$ cat config.mk
export PLATFORM = sky130hd
export DESIGN_NAME = regf_read_path
export DESIGN_NICKNAME = d
export VERILOG_FILES = /design/src/i3c_regf_pkg.sv /design/src/regf_read_path.sv
export SDC_FILE = /design/constraint.sdc
export NUM_CORES = 1
export LEC_CHECK = 0
export BUFFER_PORTS_ARGS = -buffer_cell sky130_fd_sc_hd__buf_4
export CAP_MARGIN = 0
export CORE_MARGIN = 8
export CORE_UTILIZATION = 31
export CTS_CLUSTER_DIAMETER = 60
export DETAILED_ROUTE_END_ITERATION = 8
export PLACE_DENSITY = 0.93
export SKIP_CTS_REPAIR_TIMING = 1
export SYNTH_ARGS = -nofsm -noshare
export SYNTH_HDL_FRONTEND = slang
export SYNTH_SLANG_ARGS = --single-unit
export TNS_END_PERCENT = 20
$ cat constraint.sdc
create_clock -name i_regf_clk -period 1.1 [get_ports i_regf_clk]
set_input_delay 0.055 -clock i_regf_clk [delete_from_list [all_inputs] [get_ports i_regf_clk]]
set_output_delay 0.055 -clock i_regf_clk [all_outputs]
set_load 0.01 [all_outputs]
$ cat src/i3c_regf_pkg.sv
/*
 * Register file sizes, byte address map and reset default table
 * Bank write request and decoded command structs
 * Descriptor word 0 union with regular and immediate views
 */
`default_nettype none

package i3c_regf_pkg;

  ////////////////////
  // Sizes
  localparam int REGF_WIDTH     = 8;                          // Data byte
  localparam int REGF_ADDR_W    = 9;                          // 512 bytes
  localparam int REGF_NUM_BANKS = 8;                          // Low address bits pick the bank
  localparam int REGF_ROWS      = 64;                         // Upper address bits pick the row
  localparam int REGF_BANK_W    = $clog2(REGF_NUM_BANKS);
  localparam int REGF_ROW_W     = $clog2(REGF_ROWS);
  localparam int REGF_DESC_W    = REGF_NUM_BANKS * REGF_WIDTH; // One descriptor row, 64 bits

  ////////////////////
  // Address map
  localparam logic [REGF_ADDR_W-1:0] ADDR_TARGET      = 9'd0;   // Target address, bit 0 is RnW
  localparam logic [REGF_ADDR_W-1:0] ADDR_NUM_FRAMES  = 9'd1;
  localparam logic [REGF_ADDR_W-1:0] ADDR_BDCST_WR    = 9'd46;  // 7'h7E + W
  localparam logic [REGF_ADDR_W-1:0] ADDR_BDCST_RD    = 9'd47;  // 7'h7E + R
  localparam logic [REGF_ADDR_W-1:0] ADDR_ARBITRATION = 9'd48;
  localparam logic [REGF_ADDR_W-1:0] ADDR_ENEC_BYTE   = 9'd402; // ENINT, ENCR, ENHJ
  localparam logic [REGF_ADDR_W-1:0] ADDR_DISEC_BYTE  = 9'd404; // DISINT, DISCR, DISHJ
  localparam logic [REGF_ADDR_W-1:0] ADDR_HJ_CFG      = 9'd405;
  localparam logic [REGF_ADDR_W-1:0] ADDR_CRCAP1      = 9'd409;
  localparam logic [REGF_ROW_W-1:0]  ROW_DUMMY_CFG    = 6'd56;  // Fixed dummy descriptor row
  localparam int ADDR_DUMMY_CFG = ROW_DUMMY_CFG * REGF_NUM_BANKS; // Byte 448

  localparam int HJ_DEF_BIT = 3; // ENHJ / DISHJ position in the event bytes

  // Reset value of any byte address
  function automatic logic [REGF_WIDTH-1:0] regf_default(input int unsigned addr);
    logic [REGF_WIDTH-1:0] val;
    case (addr)
      ADDR_TARGET        : val = 8'hA8;
      ADDR_NUM_FRAMES    : val = 8'h02;
      ADDR_BDCST_WR      : val = 8'hFC;
      ADDR_BDCST_RD      : val = 8'hFD;
      ADDR_ARBITRATION   : val = 8'h53;
      ADDR_ENEC_BYTE     : val = 8'h0B; // Hot-join enabled by default
      ADDR_DISEC_BYTE    : val = 8'h00;
      ADDR_HJ_CFG        : val = 8'h07;
      ADDR_CRCAP1        : val = 8'h01; // Hot-join supported
      ADDR_DUMMY_CFG     : val = 8'h81; // Immediate, attr bit 0 set
      ADDR_DUMMY_CFG + 1 : val = 8'h8F;
      ADDR_DUMMY_CFG + 2 : val = 8'h00;
      ADDR_DUMMY_CFG + 3 : val = 8'h18;
      default            : val = '0;
    endcase
    return val;
  endfunction

  ////////////////////
  // Types
  typedef struct packed {
    logic                  vld;  // Write this bank on the edge
    logic [REGF_ROW_W-1:0] row;
    logic [REGF_WIDTH-1:0] data;
  } regf_wr_t;

  // Descriptor word 0, regular transfer
  typedef struct packed {
    logic       toc;
    logic       wroc;
    logic       rnw;
    logic [2:0] mode;
    logic       dbp;      // Defining byte present
    logic       sre;      // Short read
    logic [2:0] rsvd;
    logic [4:0] dev_index;
    logic       cp;
    logic [7:0] cmd;
    logic [3:0] tid;
    logic [2:0] cmd_attr;
  } regular_t;

  // Descriptor word 0, immediate transfer
  typedef struct packed {
    logic       toc;
    logic       wroc;
    logic       rnw;
    logic [2:0] mode;
    logic [2:0] dtt;      // Data byte count of the immediate
    logic [1:0] rsvd;
    logic [4:0] dev_index;
    logic       cp;
    logic [7:0] cmd;
    logic [3:0] tid;
    logic [2:0] cmd_attr;
  } immediate_t;

  typedef union packed {
    regular_t   regular;
    immediate_t immediate;
  } regf_dword0_u;

  typedef struct packed {
    logic [15:0] data_len;
    logic [2:0]  cmd_attr;
    logic [3:0]  tid;
    logic [7:0]  ccc_cmd;
    logic [4:0]  dev_index;
    logic [2:0]  dtt;
    logic [2:0]  mode;
    logic        rnw;
    logic        wroc;
    logic        toc;
    logic        cp;
    logic        dbp;
    logic        sre;
  } regf_cmd_t;

endpackage

`default_nettype wire

$ cat src/regf_read_path.sv
/*
 * Read data register with the ENHJ / DISHJ override
 * Gathers the descriptor bytes of all banks into one row
 */
`timescale 1ns/10ps
`default_nettype none

module regf_read_path #(
  parameter int NUM_BANKS = i3c_regf_pkg::REGF_NUM_BANKS
) (
  input  wire logic                                   i_regf_clk,
  input  wire logic                                   i_regf_rst_n,
  input  wire logic                                   i_rd_req,     // Read accepted this edge
  input  wire logic [i3c_regf_pkg::REGF_ADDR_W-1:0]   i_regf_addr,
  input  wire logic [i3c_regf_pkg::REGF_WIDTH-1:0]    i_rd_bytes  [NUM_BANKS],
  input  wire logic [i3c_regf_pkg::REGF_WIDTH-1:0]    i_cfg_bytes [NUM_BANKS],
  input  wire logic                                   i_enhj,
  output logic [i3c_regf_pkg::REGF_WIDTH-1:0]         o_regf_data_rd,
  output logic [NUM_BANKS*i3c_regf_pkg::REGF_WIDTH-1:0] o_cfg_row_data
);

  localparam int W      = i3c_regf_pkg::REGF_WIDTH;
  localparam int BANK_W = i3c_regf_pkg::REGF_BANK_W;
  localparam int HJ_BIT = i3c_regf_pkg::HJ_DEF_BIT;

  logic [W-1:0] rd_byte;  // Byte of the addressed bank
  logic [W-1:0] rd_data;  // After the defining-bit override

  assign rd_byte = i_rd_bytes[i_regf_addr[BANK_W-1:0]];

  ////////////////////
  // Hot-join defining bits
  always_comb
  begin
    rd_data = rd_byte;
    if (i_regf_addr == i3c_regf_pkg::ADDR_ENEC_BYTE)
    begin
      rd_data[HJ_BIT] = i_enhj;       // ENHJ
    end
    else if (i_regf_addr == i3c_regf_pkg::ADDR_DISEC_BYTE)
    begin
      rd_data[HJ_BIT] = ~i_enhj;      // DISHJ
    end
  end

  // Holds until the next accepted read
  always_ff @(posedge i_regf_clk or negedge i_regf_rst_n)
  begin
    if (!i_regf_rst_n)
    begin
      o_regf_data_rd <= '0;
    end
    else if (i_rd_req)
    begin
      o_regf_data_rd <= rd_data;
    end
  end

  ////////////////////
  // Descriptor row
  always_comb
  begin
    for (int b = 0; b < NUM_BANKS; b++)
    begin
      o_cfg_row_data[b*W +: W] = i_cfg_bytes[b]; // Bank 0 is the LSB
    end
  end

endmodule

`default_nettype wire

After elaboration in Yosys (flattened, before gate mapping):

Cells that the tools add are included.
W data, S select, Z words.

* output and inout bits: 72
* logic and storage cells: 11
* register bits: 8
* bits of input ports: 141

* equal/unequal tests: 2
* order comparisons: 1
* bitwise gates (word level): 2
* muxes and demuxes: 5

Operators with widths (count)
* $bmux W8 S3: 1
* $eq A9 B9 Y1 const B: 2
* $mux W8: 2
* $ge A4 B4 Y1 const B: 1
* $not A3 Y4: 1
* $mux W1: 2
* $not A1 Y1: 1

Longest topological paths before layout:

* depth after elaboration: 6
* mapped depth: 6
* depth with buffers taken out: 4

Worst setup path after synthesis:

No wires, ideal clock.

* kind: input to register
* from: in i_regf_addr[0] (netlist bit)
* to: reg o_regf_data_rd[0] (netlist bit)
* stages: 5
* arrival time: 0.992 ns
* path slack: -0.029 ns
* required time: 0.963 ns
* cells stage by stage: buf_6 buf_12 mux4_2 mux2i_1 a21oi_1

* longest elaborated chain between the ends: 4

Ends and longest elaborated chain
* start: declaration: RTL line regf_read_path.sv:14 `input wire logic [i3c_regf_pkg::REGF_ADDR_W-1:0] i_regf_addr,`
* $not A3 Y4 (implied by the code): RTL line regf_read_path.sv:29 `assign rd_byte = i_rd_bytes[i_regf_addr[BANK_W-1:0]];`
* $bmux W8 S3: RTL line regf_read_path.sv:29
* $mux W8 (implied by the code) (2 in a row): RTL line regf_read_path.sv:29
* end signal: assignment: RTL line regf_read_path.sv:55 `o_regf_data_rd <= rd_data;`
* end: declaration: RTL line regf_read_path.sv:18 `output logic [i3c_regf_pkg::REGF_WIDTH-1:0] o_regf_data_rd,`

No other way between the ends. The select of a mux whose other input is x is not followed.
A chain may end at the register's enable or synchronous reset.

Worst setup path in the final report:

* from: in i_regf_addr[0] (netlist bit)
* to: reg o_regf_data_rd[2] (netlist bit)

Same word-level chain as after synthesis.

==> flow_summary_export.csv <==
group,metric,value,unit
run_status,status,"complete, no violations",
route,routedWlPerCell,20.4,um
global_route,grt_pass1_vias,1206,
finish,reg_top3,"o_regf_data_rd (8)",
timing,slew_viol_final,0,
route,drt_iter0_markers,18,
route,vias_per_cell,4.96,
synthesis,synthTopCellsByArea,"buf_4, mux4_1, dfrtp_1, mux4_2, mux2i_1",
power_and_ir_drop,total_power,1240,uW
synthesis,ys_types,24,
clock_network,clk_pin_slew_worst_paths,40,ps
timing,timing.hold.ws,110,ps
flow_run,cap_violations,0,
placement,gp_congestion,0.685,
timing,max_freq,973,MHz
global_route,overflow,0,
synthesis,yosys.area.top_type,"buf_4",
floorplanning,rows,24,
route,postRouteAntennaNets,0,
clock_network,cts_tree,"yes",
synthesis,synth_area,0.00135,mm2
timing,rsz0062_at_grt,"no",
clock_network,cts_htree_levels,1,
power_and_ir_drop,static-leakage-power,0.000773,uW
worst_hold_path,holdCritPathClass,"in2out",
floorplanning,ios,213,
finish,n_antenna_cell,0,
power_and_ir_drop,cellPowerDensity,775,mW/mm2
synthesis,avgSynthCellArea,10.2,um2
floorplanning,core_area,0.00426,mm2
finish,syn2layout_area_growth,18.4,%
timing,finalSetupViolCount,0,
finish,final_util,37.6,%
critical_path,critPathMaxFanout,14,
timing,fin_crit,1030,ps
timing,hold_viol_final,0,
finish,largest_reg_flops,8,
clock_network,clkLatencyLatePin,220,ps
synthesis,yosys_warnings,0,
route,dr.pass1.iters,4,
placement,io_buffers,84,
floorplanning,initial_utilization,31.7,%
timing,tightest_slew,256,ps
critical_path,crit_arrival,1130,ps
timing,post-route-period-util,93.4,%
synthesis,ys_seq_area_share,14.8,%
clock_network,cts_buffers,3,
finish,largest-register,"o_regf_data_rd",
timing,skew,0,ps
route,routed_wl,4.15,mm
finish,drive_gt1_share,64.5,%
finish,fin_nets,295,
placement,dp_hpwl,3.77,mm
timing,slew_headroom,82.7,%
global_route,grt.total_usage,11.7,%
critical_path,start_kind,"input pin",
global_route,antenna_found_initial,0,
power_and_ir_drop,peakVddDrop,0.288,mV
floorplanning,die_h,82.1,um
critical_path,cp.required,1200,ps
synthesis,syn_nets,273,
clock_network,clockBufferDepth,2,
critical_path,critical_path_class,"in2reg",
global_route,grt_max_degree,19,
finish,n_fill_cell,440,
synthesis,yosys.area.top_type_share,35.5,%
synthesis,syn_inst,132,
floorplanning,die_x,82.1,um
floorplanning,dieArea,0.00673,mm2
synthesis,ys_seq_elements,8,
route,via_count,1012,
route,drc,0,
clock_network,cts_root_buf,"clkbuf_8",
global_route,grt_pass1_wl,6.00,mm
clock_network,clock-sinks,8,
critical_path,crit_path_end_kind,"flip-flop",
## synth_stat cells
cell type  count
o221ai_1       1
nor2_1         9
nor4bb_1       1
buf_2          3
clkbuf_1       1
a21oi_1        7
buf_1          1
o2111ai_1      1
mux4_2         7
o21ai_0        1
buf_6          1
o211ai_1       1
buf_12         1
buf_4         64
inv_1          1
mux4_1         8
mux2_1         1
a2bb2oi_1      1
mux2i_1        8
dfrtp_1        8
nand2b_1       3
and3_1         1
o31ai_1        1
nand3_1        1
## where the power goes
part	switching, uW	total, uW	leakage [uW]	internal [uW]
combinational	184	545	0.000662	360
sequential	21.3	357	0.0000899	336
clock	104	340	0.0000216	236
## critical path: stages
cell	delay, ps
buf_8	150
buf_4	160
mux4_2	490
mux2i_1	180
a21oi_1	100
## kinds of logic (layout without fill, tap and decap cells)
group,after synthesis,in the layout,synth area share [%]
AOI/OAI and AO/OA,13,13,6.01
muxes,24,24,34.0
and+or+nand+nor,15,15,5.46
buffers and inverters,72,92,39.8
DFF,8,8,14.8
## cell type report
cell class / count / area, um2 / share of cell area, %
tap: 52 / 65.1 / 4.06
timing repair buffer: 88 / 671 / 41.9
inverter: 1 / 3.75 / 0.234
clock buffer: 3 / 41.3 / 2.58
multi-input combinational: 52 / 621 / 38.7
sequential: 8 / 200 / 12.5
## per-stage QoR
step	setup TNS [ps]	std cells	worst slack (ps)	instance area, um2
2_1_floorplan	-1.11	132	-0.200	1360
3_3_place_gp	-1360	200	-183	1540
3_5_place_dp	-1640	200	-270	1540
4_1_cts	-44.1	203	-44.1	1580
5_1_grt	0	204	14.4	1600
6_report	0	204	72.5	1600
## layout by cell type, fill, tap and decap left out, drive strengths merged
cell	netlist	final
nand3	1	1
dfrtp	8	8
inv	1	1
o2111ai	1	1
clkbuf	1	3
a2bb2oi	1	1
o211ai	1	1
mux2	1	1
dlygate4sd3	0	1
o221ai	1	1
nor4bb	1	1
buf	70	87
mux4	15	15
a21oi	7	7
mux2i	8	8
and3	1	1
o21ai	1	1
nand2b	3	3
nor2	9	9
o31ai	1	1
## path summary, 6_finish.rpt
check                                               from                             to  slack (ps)  cells past startpoint
min in group asynchronous                   i_regf_rst_n  o_regf_data_rd[2]$_DFFE_PN0P_         200                      2
setup / recovery                          i_regf_addr[0]  o_regf_data_rd[2]$_DFFE_PN0P_          70                      5
hold reg to reg            o_regf_data_rd[3]$_DFFE_PN0P_  o_regf_data_rd[3]$_DFFE_PN0P_         500                      2
hold / removal                           i_cfg_bytes[43]             o_cfg_row_data[19]         110                      0
max in group asynchronous                   i_regf_rst_n  o_regf_data_rd[3]$_DFFE_PN0P_         770                      2
setup reg to reg           o_regf_data_rd[4]$_DFFE_PN0P_  o_regf_data_rd[4]$_DFFE_PN0P_         450                      2
## per-layer routing
metal	wire [um]	vias up	track usage, %	share of wire [%]
met1	1380	454	11.2	33
met4	61	0	5.09	1.5
met3	571	14	7.44	14
met2	2140	91	19.4	51
met5	0	-	0	0
li1	-	453	-	-
(Power assumes the default switching activity.)
