`config.mk`:
```
export PLATFORM = sky130hd
export DESIGN_NAME = regf_cmd_decode
export DESIGN_NICKNAME = d
export VERILOG_FILES = /design/src/i3c_regf_pkg.sv /design/src/regf_cmd_decode.sv
export SDC_FILE = /design/constraint.sdc
export NUM_CORES = 1
export LEC_CHECK = 0
export BUFFER_PORTS_ARGS = -buffer_cell sky130_fd_sc_hd__buf_2
export CAP_MARGIN = 40
export CORE_MARGIN = 3
export CORE_UTILIZATION = 38
export DETAILED_ROUTE_END_ITERATION = 6
export GPL_TIMING_DRIVEN = 0
export PLACE_DENSITY_LB_ADDON = 0.3
export SLEW_MARGIN = 20
export SYNTH_ARGS = -nofsm -noshare
export SYNTH_HDL_FRONTEND = slang
export SYNTH_SLANG_ARGS = --single-unit
export TNS_END_PERCENT = 100
```
`constraint.sdc`:
```
create_clock -name i_regf_clk -period 1 [get_ports i_regf_clk]
set_input_delay 0.15 -clock i_regf_clk [delete_from_list [all_inputs] [get_ports i_regf_clk]]
set_output_delay 0.15 -clock i_regf_clk [all_outputs]
set_load 0.02 [all_outputs]
```
`src/i3c_regf_pkg.sv`:
```
/*
 * Register file sizes, byte address map and reset default table
 * Bank write request and decoded command structs
 * Descriptor word 0 union with regular and immediate views
 */
`default_nettype none

package i3c_regf_pkg;

  ////////////////////
  // Sizes
  localparam int REGF_WIDTH     = 8;                          // Data byte
  localparam int REGF_ADDR_W    = 9;                          // 512 bytes
  localparam int REGF_NUM_BANKS = 8;                          // Low address bits pick the bank
  localparam int REGF_ROWS      = 64;                         // Upper address bits pick the row
  localparam int REGF_BANK_W    = $clog2(REGF_NUM_BANKS);
  localparam int REGF_ROW_W     = $clog2(REGF_ROWS);
  localparam int REGF_DESC_W    = REGF_NUM_BANKS * REGF_WIDTH; // One descriptor row, 64 bits

  ////////////////////
  // Address map
  localparam logic [REGF_ADDR_W-1:0] ADDR_TARGET      = 9'd0;   // Target address, bit 0 is RnW
  localparam logic [REGF_ADDR_W-1:0] ADDR_NUM_FRAMES  = 9'd1;
  localparam logic [REGF_ADDR_W-1:0] ADDR_BDCST_WR    = 9'd46;  // 7'h7E + W
  localparam logic [REGF_ADDR_W-1:0] ADDR_BDCST_RD    = 9'd47;  // 7'h7E + R
  localparam logic [REGF_ADDR_W-1:0] ADDR_ARBITRATION = 9'd48;
  localparam logic [REGF_ADDR_W-1:0] ADDR_ENEC_BYTE   = 9'd402; // ENINT, ENCR, ENHJ
  localparam logic [REGF_ADDR_W-1:0] ADDR_DISEC_BYTE  = 9'd404; // DISINT, DISCR, DISHJ
  localparam logic [REGF_ADDR_W-1:0] ADDR_HJ_CFG      = 9'd405;
  localparam logic [REGF_ADDR_W-1:0] ADDR_CRCAP1      = 9'd409;
  localparam logic [REGF_ROW_W-1:0]  ROW_DUMMY_CFG    = 6'd56;  // Fixed dummy descriptor row
  localparam int ADDR_DUMMY_CFG = ROW_DUMMY_CFG * REGF_NUM_BANKS; // Byte 448

  localparam int HJ_DEF_BIT = 3; // ENHJ / DISHJ position in the event bytes

  // Reset value of any byte address
  function automatic logic [REGF_WIDTH-1:0] regf_default(input int unsigned addr);
    logic [REGF_WIDTH-1:0] val;
    case (addr)
      ADDR_TARGET        : val = 8'hA8;
      ADDR_NUM_FRAMES    : val = 8'h02;
      ADDR_BDCST_WR      : val = 8'hFC;
      ADDR_BDCST_RD      : val = 8'hFD;
      ADDR_ARBITRATION   : val = 8'h53;
      ADDR_ENEC_BYTE     : val = 8'h0B; // Hot-join enabled by default
      ADDR_DISEC_BYTE    : val = 8'h00;
      ADDR_HJ_CFG        : val = 8'h07;
      ADDR_CRCAP1        : val = 8'h01; // Hot-join supported
      ADDR_DUMMY_CFG     : val = 8'h81; // Immediate, attr bit 0 set
      ADDR_DUMMY_CFG + 1 : val = 8'h8F;
      ADDR_DUMMY_CFG + 2 : val = 8'h00;
      ADDR_DUMMY_CFG + 3 : val = 8'h18;
      default            : val = '0;
    endcase
    return val;
  endfunction

  ////////////////////
  // Types
  typedef struct packed {
    logic                  vld;  // Write this bank on the edge
    logic [REGF_ROW_W-1:0] row;
    logic [REGF_WIDTH-1:0] data;
  } regf_wr_t;

  // Descriptor word 0, regular transfer
  typedef struct packed {
    logic       toc;
    logic       wroc;
    logic       rnw;
    logic [2:0] mode;
    logic       dbp;      // Defining byte present
    logic       sre;      // Short read
    logic [2:0] rsvd;
    logic [4:0] dev_index;
    logic       cp;
    logic [7:0] cmd;
    logic [3:0] tid;
    logic [2:0] cmd_attr;
  } regular_t;

  // Descriptor word 0, immediate transfer
  typedef struct packed {
    logic       toc;
    logic       wroc;
    logic       rnw;
    logic [2:0] mode;
    logic [2:0] dtt;      // Data byte count of the immediate
    logic [1:0] rsvd;
    logic [4:0] dev_index;
    logic       cp;
    logic [7:0] cmd;
    logic [3:0] tid;
    logic [2:0] cmd_attr;
  } immediate_t;

  typedef union packed {
    regular_t   regular;
    immediate_t immediate;
  } regf_dword0_u;

  typedef struct packed {
    logic [15:0] data_len;
    logic [2:0]  cmd_attr;
    logic [3:0]  tid;
    logic [7:0]  ccc_cmd;
    logic [4:0]  dev_index;
    logic [2:0]  dtt;
    logic [2:0]  mode;
    logic        rnw;
    logic        wroc;
    logic        toc;
    logic        cp;
    logic        dbp;
    logic        sre;
  } regf_cmd_t;

endpackage

`default_nettype wire

```
`src/regf_cmd_decode.sv`:
```
/*
 * Command descriptor decode
 * Word 0 read as regular or immediate by CMD_ATTR bit 0, registered fields out
 */
`timescale 1ns/10ps
`default_nettype none

module regf_cmd_decode (
  input  wire logic                                 i_regf_clk,
  input  wire logic                                 i_regf_rst_n,
  input  wire logic [i3c_regf_pkg::REGF_DESC_W-1:0] i_cfg_row_data, // Two 32-bit words
  output i3c_regf_pkg::regf_cmd_t                   o_regf_cmd
);

  localparam int DLEN_LSB = 48;  // data_len is word 1 bits 31:16

  i3c_regf_pkg::regf_dword0_u dword0;
  i3c_regf_pkg::regf_cmd_t    cmd_d;   // Decoded, before the register

  assign dword0 = i_cfg_row_data[31:0];

  ////////////////////
  // Decode
  always_comb
  begin
    cmd_d          = '0;
    cmd_d.data_len = i_cfg_row_data[DLEN_LSB +: 16];
    if (dword0.regular.cmd_attr[0])
    begin
      // Immediate, DTT carries the byte count
      cmd_d.cmd_attr  = dword0.immediate.cmd_attr;
      cmd_d.tid       = dword0.immediate.tid;
      cmd_d.ccc_cmd   = dword0.immediate.cmd;
      cmd_d.cp        = dword0.immediate.cp;
      cmd_d.dev_index = dword0.immediate.dev_index;
      cmd_d.dtt       = dword0.immediate.dtt;
      cmd_d.mode      = dword0.immediate.mode;
      cmd_d.rnw       = dword0.immediate.rnw;
      cmd_d.wroc      = dword0.immediate.wroc;
      cmd_d.toc       = dword0.immediate.toc;
      cmd_d.dbp       = 1'b0;
      cmd_d.sre       = 1'b0;
    end
    else
    begin
      // Regular, no DTT
      cmd_d.cmd_attr  = dword0.regular.cmd_attr;
      cmd_d.tid       = dword0.regular.tid;
      cmd_d.ccc_cmd   = dword0.regular.cmd;
      cmd_d.cp        = dword0.regular.cp;
      cmd_d.dev_index = dword0.regular.dev_index;
      cmd_d.dtt       = 3'd0;
      cmd_d.mode      = dword0.regular.mode;
      cmd_d.rnw       = dword0.regular.rnw;
      cmd_d.wroc      = dword0.regular.wroc;
      cmd_d.toc       = dword0.regular.toc;
      cmd_d.dbp       = dword0.regular.dbp;
      cmd_d.sre       = dword0.regular.sre;
    end
  end

  ////////////////////
  // Output register
  always_ff @(posedge i_regf_clk or negedge i_regf_rst_n)
  begin
    if (!i_regf_rst_n)
    begin
      o_regf_cmd <= '0;
    end
    else
    begin
      o_regf_cmd <= cmd_d;  // Follows the row one cycle later
    end
  end

endmodule

`default_nettype wire

```
=== Word-level counts from Yosys, hierarchy flattened ===
Index checks and enable logic that the tools add are counted.
Widths: inputs -> output; s select.

* Multiplexer cells: 1

{| class="wikitable"
|+ Operator list
! cell !! number
|-
| $mux 30 || 1
|}

* Flip-flop bits (word level): 48
* Word-level logic and storage cells: 14

=== Logic depth before layout (Yosys ltp) ===
* Depth after elaboration: 1
* Depth in mapped cells: 1
* Mapped depth without buffers: 1

=== Worst setup path after synthesis ===
No wires, ideal clock.

* Kind: register -> output
* Start point: register o_regf_cmd[0] (netlist bit)
* End point: output port o_regf_cmd[0] (netlist bit)
* Data arrival time: 0.416 ns
* Path slack: 0.434 ns
* Cell stages (with the launch flop): 1
* Path buffers: 0
* Cells stage by stage: dfrtp_1

{| class="wikitable"
|+ RTL lines
! element !! RTL line !! RTL
|-
| from (decl) || regf_cmd_decode.sv:12 || <nowiki>output i3c_regf_pkg::regf_cmd_t o_regf_cmd</nowiki>
|-
| from (signal assigned) || regf_cmd_decode.sv:72 || <nowiki>o_regf_cmd <= cmd_d;</nowiki>
|}

No word-level cell between the ends.

=== Worst setup path in the final report ===
* Start point: register o_regf_cmd[47] (netlist bit)
* End point: output port o_regf_cmd[47] (netlist bit)

No word-level cell between the ends.

==> key figures <==
Cells and area
  – Fraction of layout instances using a drive strength above 1: 0.510
  – Number of antenna repair diodes: 0
  – Multi-input logic area: 31.3 µm²
  – Top Registers: o_regf_cmd x48
  – Register with the most flip-flops: o_regf_cmd
  – Final #Nets: 267
  – Fill cell total of the finished layout: 158
  – Area growth from synthesis to final layout: 112%
  – Count of non-filler cells in the finished layout: 246
  – Number of flip-flops in the largest register: 48
  – Sequential Area: 0.00120 mm²

Routing
  – Number of DRC violations after detailed routing: 0
  – Via-to-Cell Ratio: 4.14
  – Detailed-route via count: 1018
  – WL per Instance: 14.9 µm
  – DRC violation total after the first TritonRoute iteration: 10
  – Iteration count of the initial detailed-routing pass: 2
  – Antenna violation net count after detailed routing: 0
  – Wire length reported by the detailed router: 3660 µm

Clock tree
  – Setup repair bufs after CTS: 0
  – TritonCTS Buffers: 5
  – Clock root buffer: clkbuf_4
  – Maximum buffer depth of the clock tree: 2
  – Clock tree from TritonCTS: built
  – Clock Pin Slew Worst Setup and Hold Paths: 130 ps
  – CTS sink cnt: 48
  – Max H-tree Level: 2

Synth
  – Number of enable-type register cells in the synthesized netlist: 0
  – Number of library cell types mapped by synthesis: 3
  – Predominant post-synthesis flop cell: dfrtp_1
  – Synth area leaders: dfrtp_1 (97%), and2_1 (1.5%), nor2b_1 (1.0%)
  – Cell area after technology mapping: 0.00123 mm²
  – Area share of the leading cell type in the synthesized netlist: 0.975
  – Post-Synthesis Net Count: 119
  – Portion of the post-synthesis area used by sequential elements: 0.975
  – Average cell area after synthesis: 23.3 µm²
  – Synthesis-stage register bit count: 48
  – Synth area leader: dfrtp_1
  – Yosys warnings: 0
  – Top post-synthesis cells by count: dfrtp_1 (48), and2_1 (3), nor2b_1 (2)
  – Fraction of registers with async set/reset: 1.00
  – Cells after Synth: 53
  – Cell with the most instances after synthesis: dfrtp_1

Critical path
  – Total buffers and inverters traversed by the critical path: 1
  – Cell-by-cell trace of the critical path: buf_6
  – Critical path required time: 850 ps
  – Critical Path Max Stage Delay: 410 ps
  – Family of cells with the greatest summed delay on the critical path: flip-flops
  – Crit path max-delay cell type: dfrtp_1
  – CP endpoint kind: output pin
  – Category of the critical setup timing path: reg -> out
  – Element type at the critical path start: flip-flop
  – Worst Path Arrival: 910 ps
  – Crit Path Max Fanout: 1

STA
  – Sum of negative setup slack: -1360 ps
  – Worst Tran Pin Value: 557 ps
  – Highest achievable clock rate: 947 MHz
  – Final Hold Viols: 0
  – RSZ-0062 raised after global routing: true
  – Final worst path period need: 1060 ps
  – Slew Viols, Final: 0
  – Normalized max-slew margin: 0.629
  – Post-Route Hold Slack: 18.3 ps
  – Number of setup violations in the final report: 48
  – Least setup slack across all paths after layout: -55.5 ps
  – Final critical-path share of the clock period: 1.06

Job
  – Reported max-cap violation count: 0

GRT
  – Antenna violations before repair: 0
  – Wire length of the first global-routing pass: 5780 µm
  – Largest net degree at the start of global routing: 26
  – Vias in the first global route: 1186
  – Total global routing track utilization: 0.199
  – Final global-route overflow total: 0

Power
  – Internal cell power: 2940 µW
  – NetSw: 873 µW
  – Maximum ir drop on the vdd rail: 1.15 mV
  – Proportion of total power due to net switching: 0.229
  – Sequential power share: 0.548
  – Clk network pwr share: 0.283
  – Leak Pwr: 0.00130 µW
  – Power share of the combinational group: 0.169
  – Total power per unit cell area: 1460 mW/mm²

Die
  – Initial standard-cell utilization of the core: 0.400
  – Standard cell core area: 0.00308 mm²
  – Number of I/O pins: 114
  – Die Footprint: 0.00396 mm²
  – Cell row count: 20
  – Height of the die: 63.0 µm
  – Die span in x: 63.0 µm

Outcome
  – Failing checks: setup timing
  – Outcome: complete, but fails checks

Placement
  – GPL Wtd Cong: 0.652
  – PortBufs: 95
  – Cell count after placement: 193
  – DPL Wire Length: 2010 µm

Worst hold path
  – Hold/Removal Path Class: in -> reg
-- cell usage in the layout, fill, tap and decap left out --
cell	count
clkbuf_4	5
bufinv_16	1
dlygate4sd3_1	45
buf_16	1
clkbuf_1	1
clkinv_2	1
buf_6	48
nor2b_1	2
and2_1	3
dfrtp_1	48
buf_2	47
-- cells by family (layout without fill, tap and decap cells) --
| group | count (synthesis) | after routing | share of synthesized area |
|---|---|---|---|
| AND/OR/NAND/NOR | 5 | 5 | 0.0254 |
| flip-flops | 48 | 48 | 0.975 |
| buffers and inverters | 0 | 149 | 0 |
-- stage by stage --
stage / util / power (µW) / setup WS (ps) / area [µm²]
after floorplan: - / 2240 / 434 / 1230
after global placement: 0.573 / 2460 / 35.7 / 1760
after detailed placement: 0.582 / 2480 / 314 / 1790
after CTS: 0.850 / 3820 / -60.3 / 2620
after global routing: 0.850 / 3980 / -107 / 2620
final: 0.850 / 3810 / -55.5 / 2620
-- repair_timing --
action	in CTS	in global routing
hold endpoints to repair	69	0
gates resized for setup	96	0
hold buffers	45	0
setup endpoints to repair	48	48
-- routing by layer --
metal | vias up | global-route usage | wire [µm]
met1 | 493 | 0.199 | 1190
li1 | 456 | - | -
met5 | - | 0 | 0
met3 | 6 | 0.0773 | 363
met2 | 63 | 0.370 | 2060
met4 | 0 | 0.0661 | 38
-- layout make-up --
type                            count  area share
Clock inverter                      2      0.0134
Tap cell                           44      0.0210
Sequential cell                    48       0.459
Timing Repair Buffer              141       0.479
Multi-Input combinational cell      5      0.0120
Clock buffer                        6      0.0158
-- final timing paths --
kind	start	to	slack, ps	cells after the start
setup / recovery	o_regf_cmd[47]	o_regf_cmd[47]	-60	1
hold / removal	i_cfg_row_data[25]	o_regf_cmd[11]	20	2
max in group asynchronous	i_regf_rst_n	o_regf_cmd[24]	180	3
min in group asynchronous	i_regf_rst_n	o_regf_cmd[21]	310	2
-- power by group through the flow --
| stage | sequential, µW | combinational [µW] | clock [µW] |
|---|---|---|---|
| 2_1_floorplan | 2230 | 6.78 | 0 |
| 3_3_place_gp | 2090 | 366 | 0 |
| 3_5_place_dp | 2100 | 386 | 0 |
| 4_1_cts | 2090 | 638 | 1090 |
| 5_1_grt | 2100 | 684 | 1190 |
| 6_report | 2090 | 646 | 1080 |
Power figures use the tool's default switching activity.
