===== config.mk =====
export PLATFORM = sky130hd
export DESIGN_NAME = regf_bank
export DESIGN_NICKNAME = d
export VERILOG_FILES = /design/src/i3c_regf_pkg.sv /design/src/regf_bank.sv
export SDC_FILE = /design/constraint.sdc
export NUM_CORES = 1
export LEC_CHECK = 0
export ABC_AREA = 1
export ABC_CLOCK_PERIOD_IN_PS = 2400
export BUFFER_PORTS_ARGS = -buffer_cell sky130_fd_sc_hd__buf_2
export CORE_MARGIN = 2
export CORE_UTILIZATION = 30
export DETAILED_ROUTE_END_ITERATION = 6
export PLACE_DENSITY_LB_ADDON = 0.08
export SLEW_MARGIN = 10
export SYNTH_ARGS = -nofsm -noshare
export SYNTH_HDL_FRONTEND = slang
export SYNTH_SLANG_ARGS = --single-unit
export TNS_END_PERCENT = 5

===== constraint.sdc =====
create_clock -name i_regf_clk -period 2.4 [get_ports i_regf_clk]
set_clock_uncertainty 0.05 [all_clocks]
set_input_delay 0.24 -clock i_regf_clk [delete_from_list [all_inputs] [get_ports i_regf_clk]]
set_output_delay 0.24 -clock i_regf_clk [all_outputs]
set_load 0.1 [all_outputs]

===== src/i3c_regf_pkg.sv =====
/*
 * Register file sizes, byte address map and reset default table
 * Bank write request and decoded command structs
 * Descriptor word 0 union with regular and immediate views
 */
`default_nettype none

package i3c_regf_pkg;

  ////////////////////
  // Sizes
  localparam int REGF_WIDTH     = 8;                          // Data byte
  localparam int REGF_ADDR_W    = 9;                          // 512 bytes
  localparam int REGF_NUM_BANKS = 8;                          // Low address bits pick the bank
  localparam int REGF_ROWS      = 64;                         // Upper address bits pick the row
  localparam int REGF_BANK_W    = $clog2(REGF_NUM_BANKS);
  localparam int REGF_ROW_W     = $clog2(REGF_ROWS);
  localparam int REGF_DESC_W    = REGF_NUM_BANKS * REGF_WIDTH; // One descriptor row, 64 bits

  ////////////////////
  // Address map
  localparam logic [REGF_ADDR_W-1:0] ADDR_TARGET      = 9'd0;   // Target address, bit 0 is RnW
  localparam logic [REGF_ADDR_W-1:0] ADDR_NUM_FRAMES  = 9'd1;
  localparam logic [REGF_ADDR_W-1:0] ADDR_BDCST_WR    = 9'd46;  // 7'h7E + W
  localparam logic [REGF_ADDR_W-1:0] ADDR_BDCST_RD    = 9'd47;  // 7'h7E + R
  localparam logic [REGF_ADDR_W-1:0] ADDR_ARBITRATION = 9'd48;
  localparam logic [REGF_ADDR_W-1:0] ADDR_ENEC_BYTE   = 9'd402; // ENINT, ENCR, ENHJ
  localparam logic [REGF_ADDR_W-1:0] ADDR_DISEC_BYTE  = 9'd404; // DISINT, DISCR, DISHJ
  localparam logic [REGF_ADDR_W-1:0] ADDR_HJ_CFG      = 9'd405;
  localparam logic [REGF_ADDR_W-1:0] ADDR_CRCAP1      = 9'd409;
  localparam logic [REGF_ROW_W-1:0]  ROW_DUMMY_CFG    = 6'd56;  // Fixed dummy descriptor row
  localparam int ADDR_DUMMY_CFG = ROW_DUMMY_CFG * REGF_NUM_BANKS; // Byte 448

  localparam int HJ_DEF_BIT = 3; // ENHJ / DISHJ position in the event bytes

  // Reset value of any byte address
  function automatic logic [REGF_WIDTH-1:0] regf_default(input int unsigned addr);
    logic [REGF_WIDTH-1:0] val;
    case (addr)
      ADDR_TARGET        : val = 8'hA8;
      ADDR_NUM_FRAMES    : val = 8'h02;
      ADDR_BDCST_WR      : val = 8'hFC;
      ADDR_BDCST_RD      : val = 8'hFD;
      ADDR_ARBITRATION   : val = 8'h53;
      ADDR_ENEC_BYTE     : val = 8'h0B; // Hot-join enabled by default
      ADDR_DISEC_BYTE    : val = 8'h00;
      ADDR_HJ_CFG        : val = 8'h07;
      ADDR_CRCAP1        : val = 8'h01; // Hot-join supported
      ADDR_DUMMY_CFG     : val = 8'h81; // Immediate, attr bit 0 set
      ADDR_DUMMY_CFG + 1 : val = 8'h8F;
      ADDR_DUMMY_CFG + 2 : val = 8'h00;
      ADDR_DUMMY_CFG + 3 : val = 8'h18;
      default            : val = '0;
    endcase
    return val;
  endfunction

  ////////////////////
  // Types
  typedef struct packed {
    logic                  vld;  // Write this bank on the edge
    logic [REGF_ROW_W-1:0] row;
    logic [REGF_WIDTH-1:0] data;
  } regf_wr_t;

  // Descriptor word 0, regular transfer
  typedef struct packed {
    logic       toc;
    logic       wroc;
    logic       rnw;
    logic [2:0] mode;
    logic       dbp;      // Defining byte present
    logic       sre;      // Short read
    logic [2:0] rsvd;
    logic [4:0] dev_index;
    logic       cp;
    logic [7:0] cmd;
    logic [3:0] tid;
    logic [2:0] cmd_attr;
  } regular_t;

  // Descriptor word 0, immediate transfer
  typedef struct packed {
    logic       toc;
    logic       wroc;
    logic       rnw;
    logic [2:0] mode;
    logic [2:0] dtt;      // Data byte count of the immediate
    logic [1:0] rsvd;
    logic [4:0] dev_index;
    logic       cp;
    logic [7:0] cmd;
    logic [3:0] tid;
    logic [2:0] cmd_attr;
  } immediate_t;

  typedef union packed {
    regular_t   regular;
    immediate_t immediate;
  } regf_dword0_u;

  typedef struct packed {
    logic [15:0] data_len;
    logic [2:0]  cmd_attr;
    logic [3:0]  tid;
    logic [7:0]  ccc_cmd;
    logic [4:0]  dev_index;
    logic [2:0]  dtt;
    logic [2:0]  mode;
    logic        rnw;
    logic        wroc;
    logic        toc;
    logic        cp;
    logic        dbp;
    logic        sre;
  } regf_cmd_t;

endpackage

`default_nettype wire


===== src/regf_bank.sv =====
/*
 * One bank of byte rows with per-address reset defaults
 * Single write port, combinational read and descriptor ports
 */
`timescale 1ns/10ps
`default_nettype none

module regf_bank #(
  parameter int BANK_IDX  = 0,                               // Low address bits of this bank
  parameter int NUM_BANKS = i3c_regf_pkg::REGF_NUM_BANKS,
  parameter int ROWS      = i3c_regf_pkg::REGF_ROWS
) (
  input  wire logic                                 i_regf_clk,
  input  wire logic                                 i_regf_rst_n,
  input  wire i3c_regf_pkg::regf_wr_t               i_wr,        // From the write decode
  input  wire logic [i3c_regf_pkg::REGF_ROW_W-1:0]  i_rd_row,    // Controller read row
  input  wire logic [i3c_regf_pkg::REGF_ROW_W-1:0]  i_cfg_row,   // Engine descriptor row
  output logic [i3c_regf_pkg::REGF_WIDTH-1:0]       o_rd_byte,
  output logic [i3c_regf_pkg::REGF_WIDTH-1:0]       o_cfg_byte
);

  localparam int W = i3c_regf_pkg::REGF_WIDTH;

  logic [W-1:0] mem [ROWS]; // Row r holds byte r*NUM_BANKS+BANK_IDX

  ////////////////////
  // Storage
  always_ff @(posedge i_regf_clk or negedge i_regf_rst_n)
  begin
    if (!i_regf_rst_n)
    begin
      // Every byte loads its own default
      for (int r = 0; r < ROWS; r++)
      begin
        mem[r] <= i3c_regf_pkg::regf_default(r * NUM_BANKS + BANK_IDX);
      end
    end
    else if (i_wr.vld)
    begin
      mem[i_wr.row] <= i_wr.data;  // Takes effect on the strobe edge
    end
  end

  ////////////////////
  // Read ports
  assign o_rd_byte  = mem[i_rd_row];   // Registered in the read path
  assign o_cfg_byte = mem[i_cfg_row];  // One byte of the descriptor row

endmodule

`default_nettype wire


### Word level (Yosys, flattened, before mapping)

Index checks and enable logic that the tools add are counted.

| storage, ports and cells | value |
|---|---|
| bits in registers | 512 |
| latch bits | 0 |
| bits in writable memories | 0 |
| ROM bits | 0 |
| bits of input ports | 29 |
| output and inout bits | 16 |
| memories | 0 |

| operators by class | value |
|---|---|
| $add $sub $neg | 0 |
| $mul | 0 |
| div/mod/pow operators | 0 |
| magnitude comparators | 4 |
| eq/ne operators | 0 |
| shifts and indexed selects | 0 |
| multiplexer cells | 9 |
| bitwise logic cells | 3 |
| reduce and logical (&&, ||, !) cells | 1 |

Operators by type and width:

| kind | count |
|---|---|
| 512-bit bitwise mux | 1 |
| 8-bit binary-select mux with 6-bit select | 2 |
| 8-bit demux with 6-bit select | 1 |
| 8-bit 2-to-1 mux | 5 |
| 7-bit >= comparator, second input constant | 3 |
| 6-bit NOT with 7-bit output | 3 |
| 7-bit by 1-bit less-than comparator with 1-bit output, second input constant | 1 |
| 1-bit logical AND | 1 |

### Depth between registers and ports, before layout

| logic depth | value |
|---|---|
| word-level depth | 6 |
| depth in mapped cells | 12 |

### Worst setup path before layout

Ideal clock, no wire load.

| path | value |
|---|---|
| kind | input-to-output |
| start | in i_rd_row[0] (netlist name) |
| end | out o_rd_byte[0] (netlist name) |
| arrival | 2,092 ps |
| required time | 2,110 ps |
| path slack | 18 ps |
| stages on the path | 12 |
| cells stage by stage | clkbuf_1 > inv_1 > clkbuf_1 > clkbuf_1 > nand2_1 > nand3_1 > nand3_1 > nand2_1 > nand2_1 > nand3_1 > nand3_1 > nand2_1 |

| on the way | value |
|---|---|
| longest elaborated chain between the ends | 4 |

RTL lines:

| what | RTL line | source |
|---|---|---|
| from (decl) | regf_bank.sv:16 | `input wire logic [i3c_regf_pkg::REGF_ROW_W-1:0] i_rd_row,` |
| 6-bit NOT with 7-bit output (implied by the code) | regf_bank.sv:46 | `assign o_rd_byte = mem[i_rd_row];` |
| 8-bit binary-select mux with 6-bit select | regf_bank.sv:46 |  |
| 8-bit 2-to-1 mux (implied by the code) (2 in series) | regf_bank.sv:46 |  |
| to (decl) | regf_bank.sv:18 | `output logic [i3c_regf_pkg::REGF_WIDTH-1:0] o_rd_byte,` |

No other way between the ends. The select of a mux whose other input is x is not followed.

### Worst setup path after layout

| path | value |
|---|---|
| start | reg mem[509] (netlist name) |
| end | out o_cfg_byte[5] (netlist name) |

| on the way | value |
|---|---|
| longest elaborated chain between the ends | 3 |

RTL lines:

| what | RTL line | source |
|---|---|---|
| from (decl) | regf_bank.sv:24 | `logic [W-1:0] mem [ROWS];` |
| from (signal, indexed assignment) | regf_bank.sv:35 | `mem[r] <= i3c_regf_pkg::regf_default(r * NUM_BANKS + BANK_IDX);` |
| from (signal, indexed assignment) | regf_bank.sv:40 | `mem[i_wr.row] <= i_wr.data;` |
| 8-bit binary-select mux with 6-bit select | regf_bank.sv:47 | `assign o_cfg_byte = mem[i_cfg_row];` |
| 8-bit 2-to-1 mux (implied by the code) (2 in series) | regf_bank.sv:47 |  |
| to (decl) | regf_bank.sv:19 | `output logic [i3c_regf_pkg::REGF_WIDTH-1:0] o_cfg_byte` |

No other way between the ends. The select of a mux whose other input is x is not followed.

==> summary.md <==
| Metric | Value |
|---|---|
| Status | `finished with violations` |
| Violated checks | `setup timing` |
| HPWL Detailed | `79900 um` |
| Synth Cell Area | `between 20000 and 30000 um^2` |
| Worst min path class | `input pin to asynchronous set/reset pin` |
| Fin. Hold Viols | `0` |
| Nets | `about 4200` |
| Critical R2R Capture | `mem[315]` |
| CP max FO | `3` |
| Hold WS | `roughly 61 ps` |
| GR Util All Layers | `between 20% and 30%` |
| Peak supply drop | `roughly 0.4 mV` |
| Die H | `between 300 and 400 um` |
| Vias per inst | `between 5 and 6` |
| Reg-to-reg startpoint | `mem[315]` |
| Number of instances in the synthesized netlist | `around 4100` |
| FMAX | `0.415 GHz` |
| Final min period | `between 2000 and 2500 ps` |
| Port Buffers | `44` |
| Pleak | `15.4 nW` |
| Placed instance count | `5314` |
| Die Area | `about 97000 um^2` |
| Final antenna-violating net count | `0` |
| Final WS setup | `-10.2 ps` |
| Reg clk slew, reported paths | `approximately 60 ps` |
| DR WL/cell | `22.6 um` |
| Filler cells | `around 10000` |
| Total via count in the routed design | `28400` |
| Num CTS Buffers | `69` |
| Syn Nets | `between 4000 and 5000` |
| Final core utilization | `~37%` |
| Unrepaired setup endpoints after global routing | `yes` |
| Pin count of the biggest net entering global routing | `84` |
| Initial Utilization | `a little under a third` |
| Avg Inst Size Synth | `between 6 and 7 um^2` |
| Unique cell type count in the Yosys netlist | `16` |
| Final setup fails | `3` |
| Crit end category | `output port` |
| Routed Wire Length | `roughly 120000 um` |
| CTS Sinks | `slightly above 500` |
| Synthesis-to-finish area growth | `21.7%` |
| Design area | `between 30000 and 40000 um^2` |
| CP Data Required Time | `roughly 2100 ps` |
| Max Cap Viol | `0` |
| Vias in the first global route | `~27000` |
| GPL Wtd Cong | `between 0.8 and 0.9` |
| Initial DRC count | `around 2700` |
| Io pins | `45` |
| Overflow after GRT | `0` |
| Commonest non-fill, non-tap cell in the layout | `nand2_1` |
| WS Path Type | `flop to output port` |
| H-tree depth | `3` |
| Critical path arrival | `approximately 2100 ps` |
| Clk_lat worst skew | `between 600 and 700 ps` |
| Registers with the most flip-flops | `mem x512` |
| DP Worst Slack | `-2.92 ps` |
| Top reg by flops | `mem` |
| Pre-Repair DR Iteration Count | `6` |
| CTS tree | `yes` |
| Most frequent cells in the layout | `nand2_1, nand3_1, o21ai_0` |
| First-pass GRT wire length | `between 150000 and 200000 um` |
| Antenna violations before repair | `3` |
| R2R cell count | `3` |
| Core footprint | `~93000 um^2` |
| Rows | `between 100 and 150` |
| Power Density | `roughly 760 nW/um^2` |
| Final worst-path cycle share | `100%` |
| Ys async rst share | `between 90% and 100%` |
| Top_reg_cell synth | `dfrtp_1` |
| Non-Filler Instances | `about 5400` |
| Longest Clk Path Bufs | `3` |
| Crit start category | `flop` |
| Fin. max-slew vios | `0` |
| Root Buffer | `clkbuf_16` |
| Synthesized flop and latch total | `512` |
| Max reg flops | `a little over 500` |
| Placed Area | `31400 um^2` |
| Die W | `between 300 and 400 um` |
| DRC viols | `0` |
| Rel. slew slack | `roughly 44%` |
| Fraction of layout cells with a size suffix above 1 | `between 10% and 20%` |
| Flop-to-flop setup slack | `roughly 1500 ps` |
| Post-synthesis sequential area ratio | `a little under half` |
| YS warnings | `0` |
| Worst slew pin tran | `between 800 and 900 ps` |
| Post-synth EDFFs | `0` |
critical path: stages, from the launching register on:
cell and delay, ps:
dfstp_2 560, nand2_1 80, nand3_2 90, nand3_4 80
nand2_4 100, nand2_2 50, nand3_2 90, nand3_4 120
nand2_4 150, buf_12 180
what timing repair did:
action                                 in CTS  in global routing
hold buffers                                1                  0
pin swaps                                  34                 24
gates cloned                                0                  0
endpoints found under the hold margin     423                  0
setup endpoints to repair                  16                 16
setup buffers                               0                  1
gates resized for setup                   124                 40
synthesized netlist by cell type, types with 2 or more instances:
master | number | share of area, %
clkbuf_1 | 235 | 3.1
dfrtp_1 | 503 | 44
buf_1 | 50 | 0.66
nor2_1 | 7 | 0.093
buf_6 | 5 | 0.20
buf_2 | 40 | 0.71
inv_2 | 5 | 0.066
nor3_4 | 7 | 0.40
nand2_1 | 1876 | 25
dfstp_2 | 9 | 0.83
o21ai_0 | 512 | 9.0
nor3_1 | 2 | 0.035
clkinv_1 | 8 | 0.11
nand3_1 | 864 | 15
inv_1 | 13 | 0.17
layout make-up:
cell class	count	area (um^2)	area share, %
repair buffers	255	2840	8.23
well taps	1254	1570	4.55
clock buffers	101	2070	6.01
inverters	26	123	0.356
flip-flops and latches	512	12800	37.2
diodes	2	5.00	0.0145
clock inverters	21	208	0.602
multi-input cells	3269	14800	43.0
kinds of logic after synthesis:
group | count (synthesis) | share of synthesized area [%]
simple gates | 2757 | 40.7
flops | 512 | 45.3
compound gates | 512 | 9.04
buf+inv | 356 | 5.02
through the flow:
step	TNS [ps]	power (mW)
after CTS	-365	26.5
after global placement	-24.9	15.6
after detailed placement	-2.92	15.7
final	-17.9	26.3
after floorplan	0	13.5
after global routing	-1150	27.6
where the power goes:
part           internal (mW)  switching (mW)  total, mW
sequential              9.78            1.01       10.8
combinational           1.76            3.16       4.92
clock                   6.39            4.20       10.6
metal layers:
| metal | routed length (um) | global-route usage [%] | vias up |
|---|---|---|---|
| met2 | 55800 | 39.9 | 878 |
| li1 | - | - | 13600 |
| met1 | 56600 | 35.8 | 13700 |
| met4 | 3330 | 6.92 | 4 |
| met3 | 7090 | 3.83 | 187 |
| met5 | 27 | 0 | - |
worst max path at each step:
stage                      start       endpoint  slack (ps)  depth (start not counted)
global route            mem[509]  o_cfg_byte[5]        -120                          9
detailed placement  i_cfg_row[0]  o_cfg_byte[0]          -3                         12
CTS                     mem[509]  o_cfg_byte[5]         -50                          9
global placement     i_rd_row[0]   o_rd_byte[3]         -20                         12
floorplan            i_rd_row[0]   o_rd_byte[0]          20                         12
finish                  mem[509]  o_cfg_byte[5]         -10                          9
Note: power is estimated with default switching activity, not from simulation.
